`src/design/uf_decoder_pkg.sv`:
```
package uf_decoder_pkg;

    // Chain of Z ancillas with a boundary at each end
    localparam int num_ancillas    = 8;
    localparam int num_edges       = num_ancillas + 1;
    localparam int address_width   = 3;
    localparam int stage_width     = 3;
    localparam int chain_neighbors = 2;

    // Edge growth in half-steps
    localparam int growth_width = 2;
    localparam logic [growth_width-1:0] grow_full = 2'd2;

    // Controller stage timing
    localparam int count_width = 3;
    localparam logic [count_width-1:0] loading_cycles    = 3'd2;
    localparam logic [count_width-1:0] grow_cycles       = 3'd2;
    localparam logic [count_width-1:0] settle_min_cycles = 3'd4;
    localparam logic [count_width-1:0] quiet_cycles      = 3'd3;

    typedef enum logic [stage_width-1:0] {
        stage_idle                = 3'd0,
        stage_measurement_loading = 3'd1,
        stage_grow                = 3'd2,
        stage_merge               = 3'd3,
        stage_peeling             = 3'd4,
        stage_done                = 3'd5
    } stage_t;

    // What one unit shows to one neighbour
    typedef struct packed {
        logic [address_width-1:0] root;
        logic                     parent;        // Receiver is my parent
        logic                     odd_to_child;
        logic                     cluster_parity;
        logic                     touching_boundary;
        logic                     peeling_complete;
        logic                     peeling_m;
        logic                     peeling_parity_completed;
    } pu_exposed_t;

endpackage

```
`src/design/uf_edge_if.sv`:
```
`timescale 1ns/10ps

interface uf_edge_if;
    import uf_decoder_pkg::*;

    pu_exposed_t left_data;   // From the lower-index unit
    pu_exposed_t right_data;  // From the upper-index unit
    logic        left_increase;
    logic        right_increase;
    logic        left_error;
    logic        right_error;
    logic        fully_grown;
    logic        is_boundary;

    modport left (
        output left_data, left_increase, left_error,
        input  right_data, fully_grown, is_boundary
    );

    modport right (
        output right_data, right_increase, right_error,
        input  left_data, fully_grown, is_boundary
    );

    modport link (
        input  left_increase, right_increase, left_error, right_error,
        output fully_grown, is_boundary
    );

endinterface

```
`src/design/root_min_select.sv`:
```
`timescale 1ns/10ps

module root_min_select #(
    parameter int count = 2
) (
    input  logic [count-1:0][uf_decoder_pkg::address_width-1:0] values,
    input  logic [count-1:0]                                     valids,
    output logic [uf_decoder_pkg::address_width-1:0]             result,
    output logic [count-1:0]                                     winners
);

    logic found;

    // Strict compare keeps the lowest index on a tie
    always_comb begin
        found   = 1'b0;
        result  = '0;
        winners = '0;
        for (int i = 0; i < count; i++) begin
            if (valids[i] && (!found || values[i] < result)) begin
                found      = 1'b1;
                result     = values[i];
                winners    = '0;
                winners[i] = 1'b1;
            end
        end
    end

endmodule

```
`src/design/neighbor_link.sv`:
```
`timescale 1ns/10ps

module neighbor_link #(
    parameter bit to_boundary = 1'b0
) (
    input  logic                   clk,
    input  logic                   reset,
    input  uf_decoder_pkg::stage_t global_stage,
    uf_edge_if.link                edge_bus,
    output logic                   correction
);
    import uf_decoder_pkg::*;

    logic [growth_width-1:0] growth;
    logic [growth_width:0]   sum;

    // Each side adds one half-step
    assign sum = {1'b0, growth}
               + {{growth_width{1'b0}}, edge_bus.left_increase}
               + {{growth_width{1'b0}}, edge_bus.right_increase};

    always_ff @(posedge clk) begin
        if (reset) begin
            growth     <= '0;
            correction <= 1'b0;
        end else if (global_stage == stage_measurement_loading) begin
            growth     <= '0;
            correction <= 1'b0;
        end else begin
            if (global_stage == stage_grow) begin
                growth <= (sum >= {1'b0, grow_full}) ? grow_full : sum[growth_width-1:0];
            end
            if (global_stage == stage_peeling && (edge_bus.left_error || edge_bus.right_error)) begin
                correction <= 1'b1;  // Held until the next load
            end
        end
    end

    assign edge_bus.fully_grown = (growth == grow_full);
    assign edge_bus.is_boundary = to_boundary && edge_bus.fully_grown;

endmodule

```
`src/design/processing_unit.sv`:
```
`timescale 1ns/10ps

module processing_unit #(
    parameter logic [uf_decoder_pkg::address_width-1:0] address = '0,
    parameter int neighbor_count = 2
) (
    input  logic                   clk,
    input  logic                   reset,
    input  uf_decoder_pkg::stage_t global_stage,
    input  logic                   measurement,
    uf_edge_if.right               nbr_lower,   // Neighbour 0, towards the lower edge
    uf_edge_if.left                nbr_upper,   // Last neighbour, towards the upper edge
    output logic                   odd,
    output logic                   busy
);
    import uf_decoder_pkg::*;

    function automatic logic [neighbor_count-1:0] lowest_one(input logic [neighbor_count-1:0] v);
        return v & (~v + 1'b1);
    endfunction

    pu_exposed_t [neighbor_count-1:0] nbr_in;
    pu_exposed_t [neighbor_count-1:0] nbr_out;

    logic [neighbor_count-1:0][address_width-1:0] nbr_root;
    logic [neighbor_count-1:0] child_of;        // Neighbour names me as its parent
    logic [neighbor_count-1:0] parent_odd;
    logic [neighbor_count-1:0] child_parity;
    logic [neighbor_count-1:0] child_boundary;
    logic [neighbor_count-1:0] child_complete;
    logic [neighbor_count-1:0] child_m;
    logic [neighbor_count-1:0] parent_ppc;
    logic [neighbor_count-1:0] fully_grown;
    logic [neighbor_count-1:0] is_boundary;
    logic [neighbor_count-1:0] error_vec;

    stage_t                    stage;
    stage_t                    last_stage;
    logic                      m;
    logic [address_width-1:0]  root;
    logic [neighbor_count-1:0] parent_vector;
    logic [neighbor_count-1:0] odd_to_children;
    logic                      cluster_parity;
    logic                      cluster_touching_boundary;
    logic                      peeling_complete;
    logic                      peeling_m;
    logic                      peeling_parity_completed;

    logic [address_width-1:0]  min_root;
    logic [neighbor_count-1:0] winners;
    logic                      adopt;
    logic                      has_parent;
    logic                      parent_is_odd;
    logic                      next_cluster_parity;
    logic                      next_touching;
    logic                      merge_odd;
    logic                      at_boundary;
    logic [neighbor_count-1:0] boundary_child;
    logic                      not_done;
    logic                      increase;

    assign nbr_in[0]                  = nbr_lower.left_data;
    assign nbr_in[neighbor_count-1]   = nbr_upper.right_data;
    assign fully_grown[0]             = nbr_lower.fully_grown;
    assign fully_grown[neighbor_count-1] = nbr_upper.fully_grown;
    assign is_boundary[0]             = nbr_lower.is_boundary;
    assign is_boundary[neighbor_count-1] = nbr_upper.is_boundary;

    always_comb begin
        for (int k = 0; k < neighbor_count; k++) begin
            nbr_root[k]       = nbr_in[k].root;
            child_of[k]       = nbr_in[k].parent;
            parent_odd[k]     = nbr_in[k].odd_to_child;
            child_parity[k]   = nbr_in[k].cluster_parity;
            child_boundary[k] = nbr_in[k].touching_boundary;
            child_complete[k] = nbr_in[k].peeling_complete;
            child_m[k]        = nbr_in[k].peeling_m;
            parent_ppc[k]     = nbr_in[k].peeling_parity_completed;

            nbr_out[k].root                     = root;
            nbr_out[k].parent                   = parent_vector[k];
            nbr_out[k].odd_to_child             = odd_to_children[k];
            nbr_out[k].cluster_parity           = cluster_parity;
            nbr_out[k].touching_boundary        = cluster_touching_boundary;
            nbr_out[k].peeling_complete         = peeling_complete;
            nbr_out[k].peeling_m                = peeling_m;
            nbr_out[k].peeling_parity_completed = peeling_parity_completed;
        end
    end

    assign nbr_lower.right_data     = nbr_out[0];
    assign nbr_upper.left_data      = nbr_out[neighbor_count-1];
    assign nbr_lower.right_increase = increase;
    assign nbr_upper.left_increase  = increase;
    assign nbr_lower.right_error    = error_vec[0];
    assign nbr_upper.left_error     = error_vec[neighbor_count-1];

    always_ff @(posedge clk) begin
        if (reset) begin
            stage      <= stage_idle;
            last_stage <= stage_idle;
        end else begin
            stage      <= global_stage;
            last_stage <= stage;
        end
    end

    // One half-step per grow stage
    assign increase = odd && stage == stage_grow && last_stage != stage_grow;

    root_min_select #(
        .count (neighbor_count)
    ) u_root_min_select (
        .values  (nbr_root),
        .valids  (fully_grown & ~is_boundary),
        .result  (min_root),
        .winners (winners)
    );

    assign adopt               = (|winners) && min_root < root;
    assign has_parent          = |parent_vector;
    assign parent_is_odd       = |(parent_vector & parent_odd);
    assign next_cluster_parity = (^(child_of & child_parity)) ^ m;
    assign next_touching       = (|(child_of & child_boundary)) | (|is_boundary);
    assign merge_odd           = has_parent ? parent_is_odd
                                            : (next_cluster_parity && !next_touching);
    assign at_boundary         = |is_boundary;
    assign boundary_child      = lowest_one(child_of & child_boundary);

    always_ff @(posedge clk) begin
        if (stage == stage_measurement_loading) begin
            m                         <= measurement;
            root                      <= address;
            parent_vector             <= '0;
            cluster_parity            <= measurement;
            cluster_touching_boundary <= 1'b0;
        end else if (stage == stage_merge) begin
            if (adopt) begin
                root          <= min_root;
                parent_vector <= winners;
            end
            cluster_parity            <= next_cluster_parity;
            cluster_touching_boundary <= next_touching;
        end
    end

    always_ff @(posedge clk) begin
        if (reset) begin
            odd             <= 1'b0;
            odd_to_children <= '0;
        end else if (stage == stage_measurement_loading) begin
            odd             <= measurement;
            odd_to_children <= {neighbor_count{measurement}};
        end else if (stage == stage_merge) begin
            odd             <= merge_odd;
            odd_to_children <= {neighbor_count{merge_odd}};
        end else if (stage == stage_peeling) begin
            if (!has_parent) begin  // Root starts the path to the boundary
                odd             <= next_cluster_parity;
                odd_to_children <= (next_cluster_parity && !at_boundary) ? boundary_child : '0;
            end else if (parent_is_odd) begin
                odd             <= at_boundary;
                odd_to_children <= at_boundary ? '0 : boundary_child;
            end else begin
                odd             <= 1'b0;
                odd_to_children <= '0;
            end
        end
    end

    assign not_done = (|(child_of & ~child_complete)) || !peeling_parity_completed;

    always_ff @(posedge clk) begin
        if (reset || stage == stage_measurement_loading) begin
            peeling_parity_completed <= 1'b0;
            peeling_complete         <= 1'b0;
            peeling_m                <= 1'b0;
        end else if (stage == stage_peeling) begin
            peeling_parity_completed <= !has_parent || (|(parent_vector & parent_ppc));
            peeling_complete         <= !not_done;
            if (last_stage != stage_peeling) begin
                peeling_m <= m;
            end else if (!not_done) begin
                peeling_m <= m ^ (^(child_of & child_m)) ^ odd;  // Subtree parity left over
            end
        end
    end

    assign error_vec = (stage == stage_peeling && !not_done)
                     ? ((child_of & child_m) | (odd ? lowest_one(is_boundary) : '0))
                     : '0;

    always_ff @(posedge clk) begin
        if (reset) begin
            busy <= 1'b0;
        end else if (stage == stage_merge) begin
            busy <= adopt
                 || next_cluster_parity != cluster_parity
                 || next_touching != cluster_touching_boundary
                 || merge_odd != odd;
        end else if (stage == stage_peeling) begin
            busy <= not_done;
        end
    end

endmodule

```
`src/design/decode_controller.sv`:
```
`timescale 1ns/10ps

module decode_controller (
    input  logic                   clk,
    input  logic                   reset,
    input  logic                   req,
    input  logic                   any_busy,
    input  logic                   any_odd,
    output uf_decoder_pkg::stage_t global_stage,
    output logic                   ack,
    output logic                   load
);
    import uf_decoder_pkg::*;

    stage_t                 next_stage;
    logic [count_width-1:0] stage_cycles;  // Cycles spent in the current stage
    logic [count_width-1:0] quiet;
    logic [count_width-1:0] quiet_now;
    logic                   settled;

    // Busy count includes this cycle
    assign quiet_now = any_busy ? '0 : ((quiet == quiet_cycles) ? quiet : quiet + 1'b1);
    assign settled   = stage_cycles >= settle_min_cycles - 1'b1 && quiet_now == quiet_cycles;

    always_comb begin
        next_stage = global_stage;
        case (global_stage)
            stage_idle: begin
                if (req) next_stage = stage_measurement_loading;
            end
            stage_measurement_loading: begin
                if (stage_cycles == loading_cycles - 1'b1) next_stage = stage_grow;
            end
            stage_grow: begin
                if (stage_cycles == grow_cycles - 1'b1) next_stage = stage_merge;
            end
            stage_merge: begin
                if (settled) next_stage = any_odd ? stage_grow : stage_peeling;
            end
            stage_peeling: begin
                if (settled) next_stage = stage_done;
            end
            stage_done: begin
                if (!req) next_stage = stage_idle;  // Waits out a held req
            end
            default: next_stage = stage_idle;
        endcase
    end

    always_ff @(posedge clk) begin
        if (reset) begin
            global_stage <= stage_idle;
            stage_cycles <= '0;
            quiet        <= '0;
            ack          <= 1'b0;
            load         <= 1'b0;
        end else begin
            global_stage <= next_stage;
            if (next_stage != global_stage) begin
                stage_cycles <= '0;
                quiet        <= '0;
            end else begin
                stage_cycles <= (&stage_cycles) ? stage_cycles : stage_cycles + 1'b1;
                quiet        <= quiet_now;
            end
            load <= global_stage == stage_idle && next_stage == stage_measurement_loading;
            ack  <= global_stage == stage_done;
        end
    end

endmodule

```
`src/design/uf_decoder_top.sv`:
```
`timescale 1ns/10ps

module uf_decoder_top (
    input  logic                                clk,
    input  logic                                reset,
    input  logic                                req,
    input  logic [uf_decoder_pkg::num_ancillas-1:0] syndrome,
    output logic                                ack,
    output logic [uf_decoder_pkg::num_edges-1:0]    correction
);
    import uf_decoder_pkg::*;

    stage_t                  global_stage;
    logic                    load;
    logic                    any_busy;
    logic                    any_odd;
    logic [num_ancillas-1:0] measurement;
    logic [num_ancillas-1:0] busy;
    logic [num_ancillas-1:0] odd;

    uf_edge_if edges [num_edges] ();

    always_ff @(posedge clk) begin
        if (load) measurement <= syndrome;
    end

    assign any_busy = |busy;
    assign any_odd  = |odd;

    // Nothing sits beyond the boundaries
    assign edges[0].left_data                = '0;
    assign edges[0].left_increase            = 1'b0;
    assign edges[0].left_error               = 1'b0;
    assign edges[num_edges-1].right_data     = '0;
    assign edges[num_edges-1].right_increase = 1'b0;
    assign edges[num_edges-1].right_error    = 1'b0;

    decode_controller u_decode_controller (
        .clk          (clk),
        .reset        (reset),
        .req          (req),
        .any_busy     (any_busy),
        .any_odd      (any_odd),
        .global_stage (global_stage),
        .ack          (ack),
        .load         (load)
    );

    for (genvar i = 0; i < num_ancillas; i++) begin : g_unit
        processing_unit #(
            .address        (address_width'(i)),
            .neighbor_count (chain_neighbors)
        ) u_processing_unit (
            .clk          (clk),
            .reset        (reset),
            .global_stage (global_stage),
            .measurement  (measurement[i]),
            .nbr_lower    (edges[i]),
            .nbr_upper    (edges[i+1]),
            .odd          (odd[i]),
            .busy         (busy[i])
        );
    end

    for (genvar e = 0; e < num_edges; e++) begin : g_link
        neighbor_link #(
            .to_boundary (e == 0 || e == num_edges - 1)
        ) u_neighbor_link (
            .clk          (clk),
            .reset        (reset),
            .global_stage (global_stage),
            .edge_bus     (edges[e]),
            .correction   (correction[e])
        );
    end

endmodule

```
`config.mk`:
```
export PLATFORM = sky130hd
export DESIGN_NAME = uf_decoder_top
export DESIGN_NICKNAME = d
export VERILOG_FILES = /design/src/design/uf_decoder_pkg.sv /design/src/design/uf_edge_if.sv /design/src/design/root_min_select.sv /design/src/design/neighbor_link.sv /design/src/design/processing_unit.sv /design/src/design/decode_controller.sv /design/src/design/uf_decoder_top.sv
export SDC_FILE = /design/constraint.sdc
export NUM_CORES = 1
export LEC_CHECK = 0
export ABC_AREA = 1
export BUFFER_PORTS_ARGS = -buffer_cell sky130_fd_sc_hd__buf_2
export CORE_UTILIZATION = 40
export CTS_CLUSTER_DIAMETER = 80
export CTS_CLUSTER_SIZE = 8
export DETAILED_ROUTE_END_ITERATION = 8
export SLEW_MARGIN = 20
export SYNTH_ARGS = -nofsm -noshare
export SYNTH_HDL_FRONTEND = slang
export SYNTH_SLANG_ARGS = --single-unit
```
`constraint.sdc`:
```
create_clock -name clk -period 2.38 [get_ports clk]
set_input_delay 0.238 -clock clk [delete_from_list [all_inputs] [get_ports clk]]
set_output_delay 0.238 -clock clk [all_outputs]
set_load 0.03 [all_outputs]
```
* Yosys cells after proc, flatten, opt, wreduce, memory -nomap -nowiden
Cells that the tools add are included.
Operators by class: add/subtract/negate cells 28, multipliers 0, divide/modulo/power cells 0, magnitude comparators 26, equality and inequality tests 57, shift operators 0, multiplexer cells 208, bitwise logic cells 106, reductions and logical operators 248
Operators by type and width (number):
- $mux W2 | 70
- $mux W1 | 113
- $and A2 B2 Y2 | 52
- $reduce_or A2 Y1 | 50
- $mux W3 | 24
- $logic_and A1 B1 Y1 | 61
- $logic_or A1 B1 Y1 | 56
- $logic_not A1 Y1 | 42
- $lt A3 B3 Y1 | 14
- $reduce_and A2 Y1 | 16
- $reduce_xor A2 Y1 | 16
- $ge A3 B2 Y1 const B | 10
- $not A2 Y2 | 15
- $add A2 B1 Y3 | 9
- $ne A1 B1 Y1 | 24
- $xor A1 B1 Y1 | 24
- $add A3 B1 Y3 | 7
- $add A2 B1 Y2 const B | 9
- $eq A2 B2 Y1 const B | 9
- $eq A3 B2 Y1 const B | 6
- $pmux W3 S6 | 1
- $ne A2 B2 Y1 const B | 8
- $reduce_or A8 Y1 | 2
- $eq A3 B1 Y1 const B | 4
- other kinds (19) | 31
Word-level totals: bits in registers 171, bits in latches 0, RAM bits 0, ROM bits 0, bits of input ports 11, memories kept 0

* Logic depth before layout (Yosys ltp)
word-level depth 14, gate-level depth with buffers 21

* By module
A second synthesis with hierarchy kept.
Second synthesis, totals: cell total of the unflattened synthesis 2195, area total of the unflattened synthesis 14804.2 um2
By module, submodules not included:
- processing_unit (g_unit[3].u_processing_unit ...) | times used 2, cells an instance 190, area an instance 1347.5 um2, seq. area each 440.4 um2
- processing_unit (g_unit[2].u_processing_unit ...) | times used 2, cells an instance 190, area an instance 1305.0 um2, seq. area each 440.4 um2
- neighbor_link (g_link[1].u_neighbor_link ...) | times used 7, cells an instance 37, area an instance 242.7 um2, seq. area each 60.1 um2
- processing_unit (g_unit[0].u_processing_unit) | times used 1, cells an instance 190, area an instance 1321.3 um2, seq. area each 440.4 um2
- processing_unit (g_unit[7].u_processing_unit) | times used 1, cells an instance 185, area an instance 1300.0 um2, seq. area each 440.4 um2
- processing_unit (g_unit[1].u_processing_unit) | times used 1, cells an instance 190, area an instance 1296.2 um2, seq. area each 440.4 um2
- processing_unit (g_unit[6].u_processing_unit) | times used 1, cells an instance 184, area an instance 1293.7 um2, seq. area each 440.4 um2
- root_min_select | times used 8, cells an instance 29, area an instance 142.6 um2, seq. area each 0.0 um2
- decode_controller | times used 1, cells an instance 84, area an instance 613.1 um2, seq. area each 220.2 um2
- neighbor_link (g_link[0].u_neighbor_link ...) | times used 2, cells an instance 36, area an instance 239.0 um2, seq. area each 60.1 um2
- uf_decoder_top | times used 1, cells an instance 39, area an instance 356.6 um2, seq. area each 240.2 um2

* Least setup slack after synthesis
No wires, ideal clock.
kind reg2reg, from reg g_link[3].u_neighbor_link.growth[1], to reg g_unit[3].u_processing_unit.parent_vector[0], library setup time 0.149 ns, arrival 2.390 ns, required time 2.231 ns, path slack -0.159 ns, stages on the path, launching flop included 18, path buffers 0, cell sequence dfxtp_1 -> inv_1 -> nor2_2 -> nand2_1 -> ha_1 -> a21oi_1 -> nand2_1 -> nand2_1 -> nand2_2 -> o21ai_0 -> inv_1 -> ha_1 -> a21oi_1 -> nand2_1 -> a21oi_2 -> nand2_1 -> nand2_1 -> a21oi_1
Between the ends: longest elaborated chain between the ends 9, elaborated cells on any way between the ends 14
Ends and longest elaborated chain:
- start, declared | RTL line neighbor_link.sv:14 | logic [growth_width-1:0] growth;
- start signal, assigned | RTL line neighbor_link.sv:31 | growth <= (sum >= {1'b0, grow_full}) ? grow_full : sum[growth_width-1:0];
- $eq A2 B2 Y1 * | RTL line neighbor_link.sv:39 | assign edge_bus.fully_grown = (growth == grow_full);
- $mux W3 or $mux W1 (tied branches) | RTL line root_min_select.sv:20 | if (valids[i] && (!found || values[i] < result)) begin
- $lt A3 B3 Y1 or $logic_not A1 Y1 (tied branches) | RTL line root_min_select.sv:20
- $logic_or A1 B1 Y1 | RTL line root_min_select.sv:20
- $logic_and A1 B1 Y1 | RTL line root_min_select.sv:20
- $mux W3 * | RTL line root_min_select.sv:20
- named net g_unit[3].u_processing_unit.min_root[2] | RTL line processing_unit.sv:49 | logic [address_width-1:0] min_root;
- $lt A3 B3 Y1 * | RTL line processing_unit.sv:120 | assign adopt = (|winners) && min_root < root;
- $logic_and A1 B1 Y1 * | RTL line processing_unit.sv:120
- $reduce_and A2 Y1 (no source line) *
- end signal, assigned | RTL line processing_unit.sv:140 | parent_vector <= winners;
- end, declared | RTL line processing_unit.sv:41 | logic [neighbor_count-1:0] parent_vector;
Mark *: on every way through the listed nets, which the timed path passes. The rest lies on a longest branch. A chain may end at the register's enable or synchronous reset.

* Worst setup path in the final report
from reg g_link[4].u_neighbor_link.growth[1], to reg g_unit[4].u_processing_unit.root[0]
Between the ends: longest elaborated chain between the ends 9, elaborated cells on any way between the ends 14
Ends and longest elaborated chain:
- start, declared | RTL line neighbor_link.sv:14
- start signal, assigned | RTL line neighbor_link.sv:31
- $eq A2 B2 Y1 * | RTL line neighbor_link.sv:39
- $mux W3 or $mux W1 (tied branches) | RTL line root_min_select.sv:20
- $lt A3 B3 Y1 or $logic_not A1 Y1 (tied branches) | RTL line root_min_select.sv:20
- $logic_or A1 B1 Y1 | RTL line root_min_select.sv:20
- $logic_and A1 B1 Y1 | RTL line root_min_select.sv:20
- $mux W3 * | RTL line root_min_select.sv:20
- named net g_unit[4].u_processing_unit.min_root[2] | RTL line processing_unit.sv:49
- $lt A3 B3 Y1 * | RTL line processing_unit.sv:120
- $logic_and A1 B1 Y1 * | RTL line processing_unit.sv:120
- $reduce_and A2 Y1 (no source line) *
- end signal, assigned | RTL line processing_unit.sv:133 | root <= address;
- end signal, assigned | RTL line processing_unit.sv:139 | root <= min_root;
- end, declared | RTL line processing_unit.sv:40 | logic [address_width-1:0] root;
Marks and branches as above.

==> summary.md <==
| Metric | Value |
|---|---|
| Status | complete, but fails checks |
| Failing checks | setup timing |
| Fmax | 0.3866 GHz |
| Via/cell ratio | 5.204 |
| CTS max path bufs | 2 |
| Pwr per Cell Area | 539.9 nW/um^2 |
| Average instance area after synthesis | 7.038 um^2 |
| FFs w/ async S/R, synth | 0 |
| Worst min path class | input port to register |
| Row count | 57 |
| Via count of the first global-routing pass | 9404 |
| Final Hold Vio Count | 0 |
| Final Wtd Congestion | 0.8880 |
| Largest net degree at the start of global routing | 35 |
| Clock Skew | 0.009935 ns |
| WP depth | 19 |
| Worst Setup Path Type | register to register |
| CP startpoint | g_link[4].u_neighbor_link.growth[1] |
| Worst slew pin tran | roughly 0.77 ns |
| Post-synth EDFFs | 24 |
| Die Height | roughly 160 um |
| Post-synthesis cell area | 9874 um^2 |
| Port Buf Inserts | 20 |
| CP endpoint kind | register |
| ANT nets after route | 0 |
| Critical-path cell list | inv_2 > nor2_4 > nand2_2 > ha_4 > nand2_2 > inv_2 > nand2_2 > nand2_2 > nand2_2 > nand2_4 > nor2_4 > a21oi_2 > ha_1 > a21oi_2 > nand2_2 > a21oi_4 > buf_6 > nand3_2 > a21oi_1 |
| Relative slew slack | 0.4839 |
| Fill cell count | 2349 |
| R2R Path End | g_unit[4].u_processing_unit.root[0] |
| Min Hold Slack | approximately 0.036 ns |
| FF-to-FF Start | g_link[4].u_neighbor_link.growth[1] |
| CP Max Fanout | 5 |
| Wire per inst | 15.85 um |
| Global-route wire length before repair | 47630 um |
| Drt pass-1 iters | 5 |
| Top Family by Delay on Critical Path | simple AND/OR/NAND/NOR gates |
| Layout Utilization | 0.5223 |
| Number of placed I/O pins | 21 |
| GRT Residual Overflow | 0 |
| R2r worst-path depth | 19 |
| Element type at the critical path start | register |
| Fin. max-slew vios | 0 |
| Top post-synthesis cells by area | dfxtp_1 (29%), nand2_1 (13%), edfxtp_1 (7.3%) |
| Final WL | ~30000 um |
| Seq/Total Area, Yosys | 0.3649 |
| # nets final | 1638 |
| H-tree level count | 4 |
| CTS tree | yes |
| Share of cells above drive strength 1 | 0.2462 |
| RSZ-0062 raised after global routing | true |
| Post-synth top area share | 0.2919 |
| Initial Utilization | 0.4072 |
| Total CTS buffers | 17 |
| DP Wirelength | approximately 22000 um |
| Skew-Pair Late Insertion Delay | 0.43 ns |
| Initial antenna violation count | 0 |
| CP max stage cell | dfxtp_2 |
| Number of cells produced by synthesis | 1403 |
| Worst Path Buf+Inv | 3 |
| Primary FF master, synth | dfxtp_1 |
| Via Count | 9929 |
| Internal reg-to-reg setup slack | -0.21 ns |
| Tcrit/Tclk final | 1.087 |
| YS warnings | 0 |
| Yosys cell types | 42 |
| Worst setup slack after layout | -0.2065 ns |
| Core Area | 24250 um^2 |
| Setup crit end | g_unit[4].u_processing_unit.root[0] |
| Max VDD drop | 473.1 uV |
| Die width | 159.1 um |
| Lkg Pwr | around 0.0056 uW |
| Area Overhead vs Synth | 28.26% |
| Tmin final | 2.586 ns |
| CTS root buffer | clkbuf_16 |
| Clock-pin slew on the worst setup and hold paths | roughly 0.070 ns |
| # setup viols final | 36 |
| Worst Path Arrival | 2.95 ns |
| DRC Markers | 0 |
| Most numerous cell on the critical path | nand2_2 |
| Iteration-0 DRC count of the detailed router | 693 |
| Worst stage delay on the critical path | approximately 0.34 ns |
| Max Cap Violations | 0 |
| Flops & latches, synth | around 170 |
| DIE AREA | 25320 um^2 |
| GR Util All Layers | 0.2369 |
| Clk sinks | 168 |
| Syn_nets | 1470 |
| Tot Pwr | 6838 uW |
| CP required | 2.74 ns |
| Area leader, netlist | dfxtp_1 |
| Antenna Cells | 0 |
[what timing repair did]
| item | CTS | global route |
|---|---|---|
| pin swaps | 43 | 47 |
| resized for setup | 50 | 78 |
| gates cloned | 0 | 0 |
| endpoints found under the hold margin | 7 | 0 |
| setup endpoints to repair | 36 | 38 |
| hold buffers | 7 | 0 |
| setup buffers | 57 | 12 |
[Yosys cell counts, types with 11 or more instances]
cell type	instances
nand2_1	339
inv_1	178
dfxtp_1	144
a21oi_1	118
nand3_1	110
nor2_1	103
o21ai_0	89
ha_1	49
edfxtp_1	24
clkbuf_1	19
a31oi_1	18
buf_2	18
nor3_1	18
o22ai_1	17
xor2_1	17
a211oi_1	14
nand2_2	13
nand4_1	13
buf_4	11
inv_2	11
[per-stage QoR]
step	std cells	setup slack [ns]	instance area, um^2	TNS [ns]
floorplan	1403	-0.05478	9918	-0.9866
global placement	1800	-0.1802	10980	-3.714
detailed placement	1800	-0.2643	10980	-6.168
CTS	1896	-0.1257	12280	-3.243
global route	1908	-0.4050	12660	-11.01
finish	1908	-0.2065	12660	-4.707
[registers in the layout, indices dropped and copies added (netlist names), 9 cells and up]
register and count:
g_link.u_neighbor_link.correction 9, g_unit.u_processing_unit.root 24, g_unit.u_processing_unit.parent_vector 14, g_unit.u_processing_unit.odd_to_children 14
g_link.u_neighbor_link.growth 18
[cells in the final DEF (no fill, tap or decap), types with 11 or more instances in the layout]
cell	instances
nor3_1	16
nand2_2	47
inv_1	168
a21oi_1	96
dfxtp_2	11
a21oi_2	22
xor2_1	17
nand4_1	13
ha_4	12
buf_2	20
nor2_4	11
nor2_1	99
nand3_1	99
buf_4	167
inv_2	21
ha_1	36
edfxtp_1	24
nand3_2	11
dfxtp_1	133
a211oi_1	14
o22ai_1	17
a31oi_1	18
nand2_4	11
o21ai_0	84
clkbuf_16	17
nand2_1	294
[worst register-to-register path, stage by stage, from the launching register on]
cell,delay (ns)
dfxtp_2,0.34
inv_2,0.05
nor2_4,0.15
nand2_2,0.10
ha_4,0.27
nand2_2,0.04
inv_2,0.05
nand2_2,0.05
nand2_2,0.06
nand2_2,0.07
nand2_4,0.10
nor2_4,0.04
a21oi_2,0.12
ha_1,0.27
a21oi_2,0.17
nand2_2,0.08
a21oi_4,0.25
buf_6,0.14
nand3_2,0.07
a21oi_1,0.12
[report_power, final]
| part | switching, uW | total (uW) | internal (uW) |
|---|---|---|---|
| clock | 1250 | 2700 | 1440 |
| combinational | 621 | 1030 | 414 |
| sequential | 106 | 3110 | 3000 |
[layout make-up]
cell class	count	area, um^2	share of cell area
clock buffers	17	425.4	0.03359
repair buffers	200	1509	0.1191
multi-input cells	995	5871	0.4635
clock inverters	15	127.6	0.01008
flip-flops and latches	168	3617	0.2856
well taps	324	405.4	0.03201
inverters	189	709.4	0.05602
[routing by layer]
layer | track usage | vias to the layer above | part of all wire
li1 | - | 4939 | -
met1 | 0.2976 | 4627 | 0.44
met2 | 0.4019 | 309 | 0.48
met3 | 0.04715 | 54 | 0.054
met4 | 0.08610 | 0 | 0.028
met5 | 0 | - | 0
[worst min path at each step]
stage | startpoint | to | depth (start not counted)
global route | syndrome[6] | measurement[6] | 1
global placement | syndrome[2] | measurement[2] | 1
floorplan | reset | g_unit[1].u_processing_unit.odd_to_children[1] | 1
CTS | syndrome[6] | measurement[6] | 1
finish | syndrome[6] | measurement[6] | 1
detailed placement | syndrome[4] | measurement[4] | 1
[kinds of logic after synthesis]
kind of cell,count (synthesis),share of synthesized area
and+or+nand+nor,631,0.2761
AOI/OAI and AO/OA,285,0.1631
buffers and inverters,240,0.09769
DFF,168,0.3649
adders and majority gates,56,0.07628
xor gates and xnor gates,23,0.02192
No activity file was read; power rests on OpenSTA's default activity.
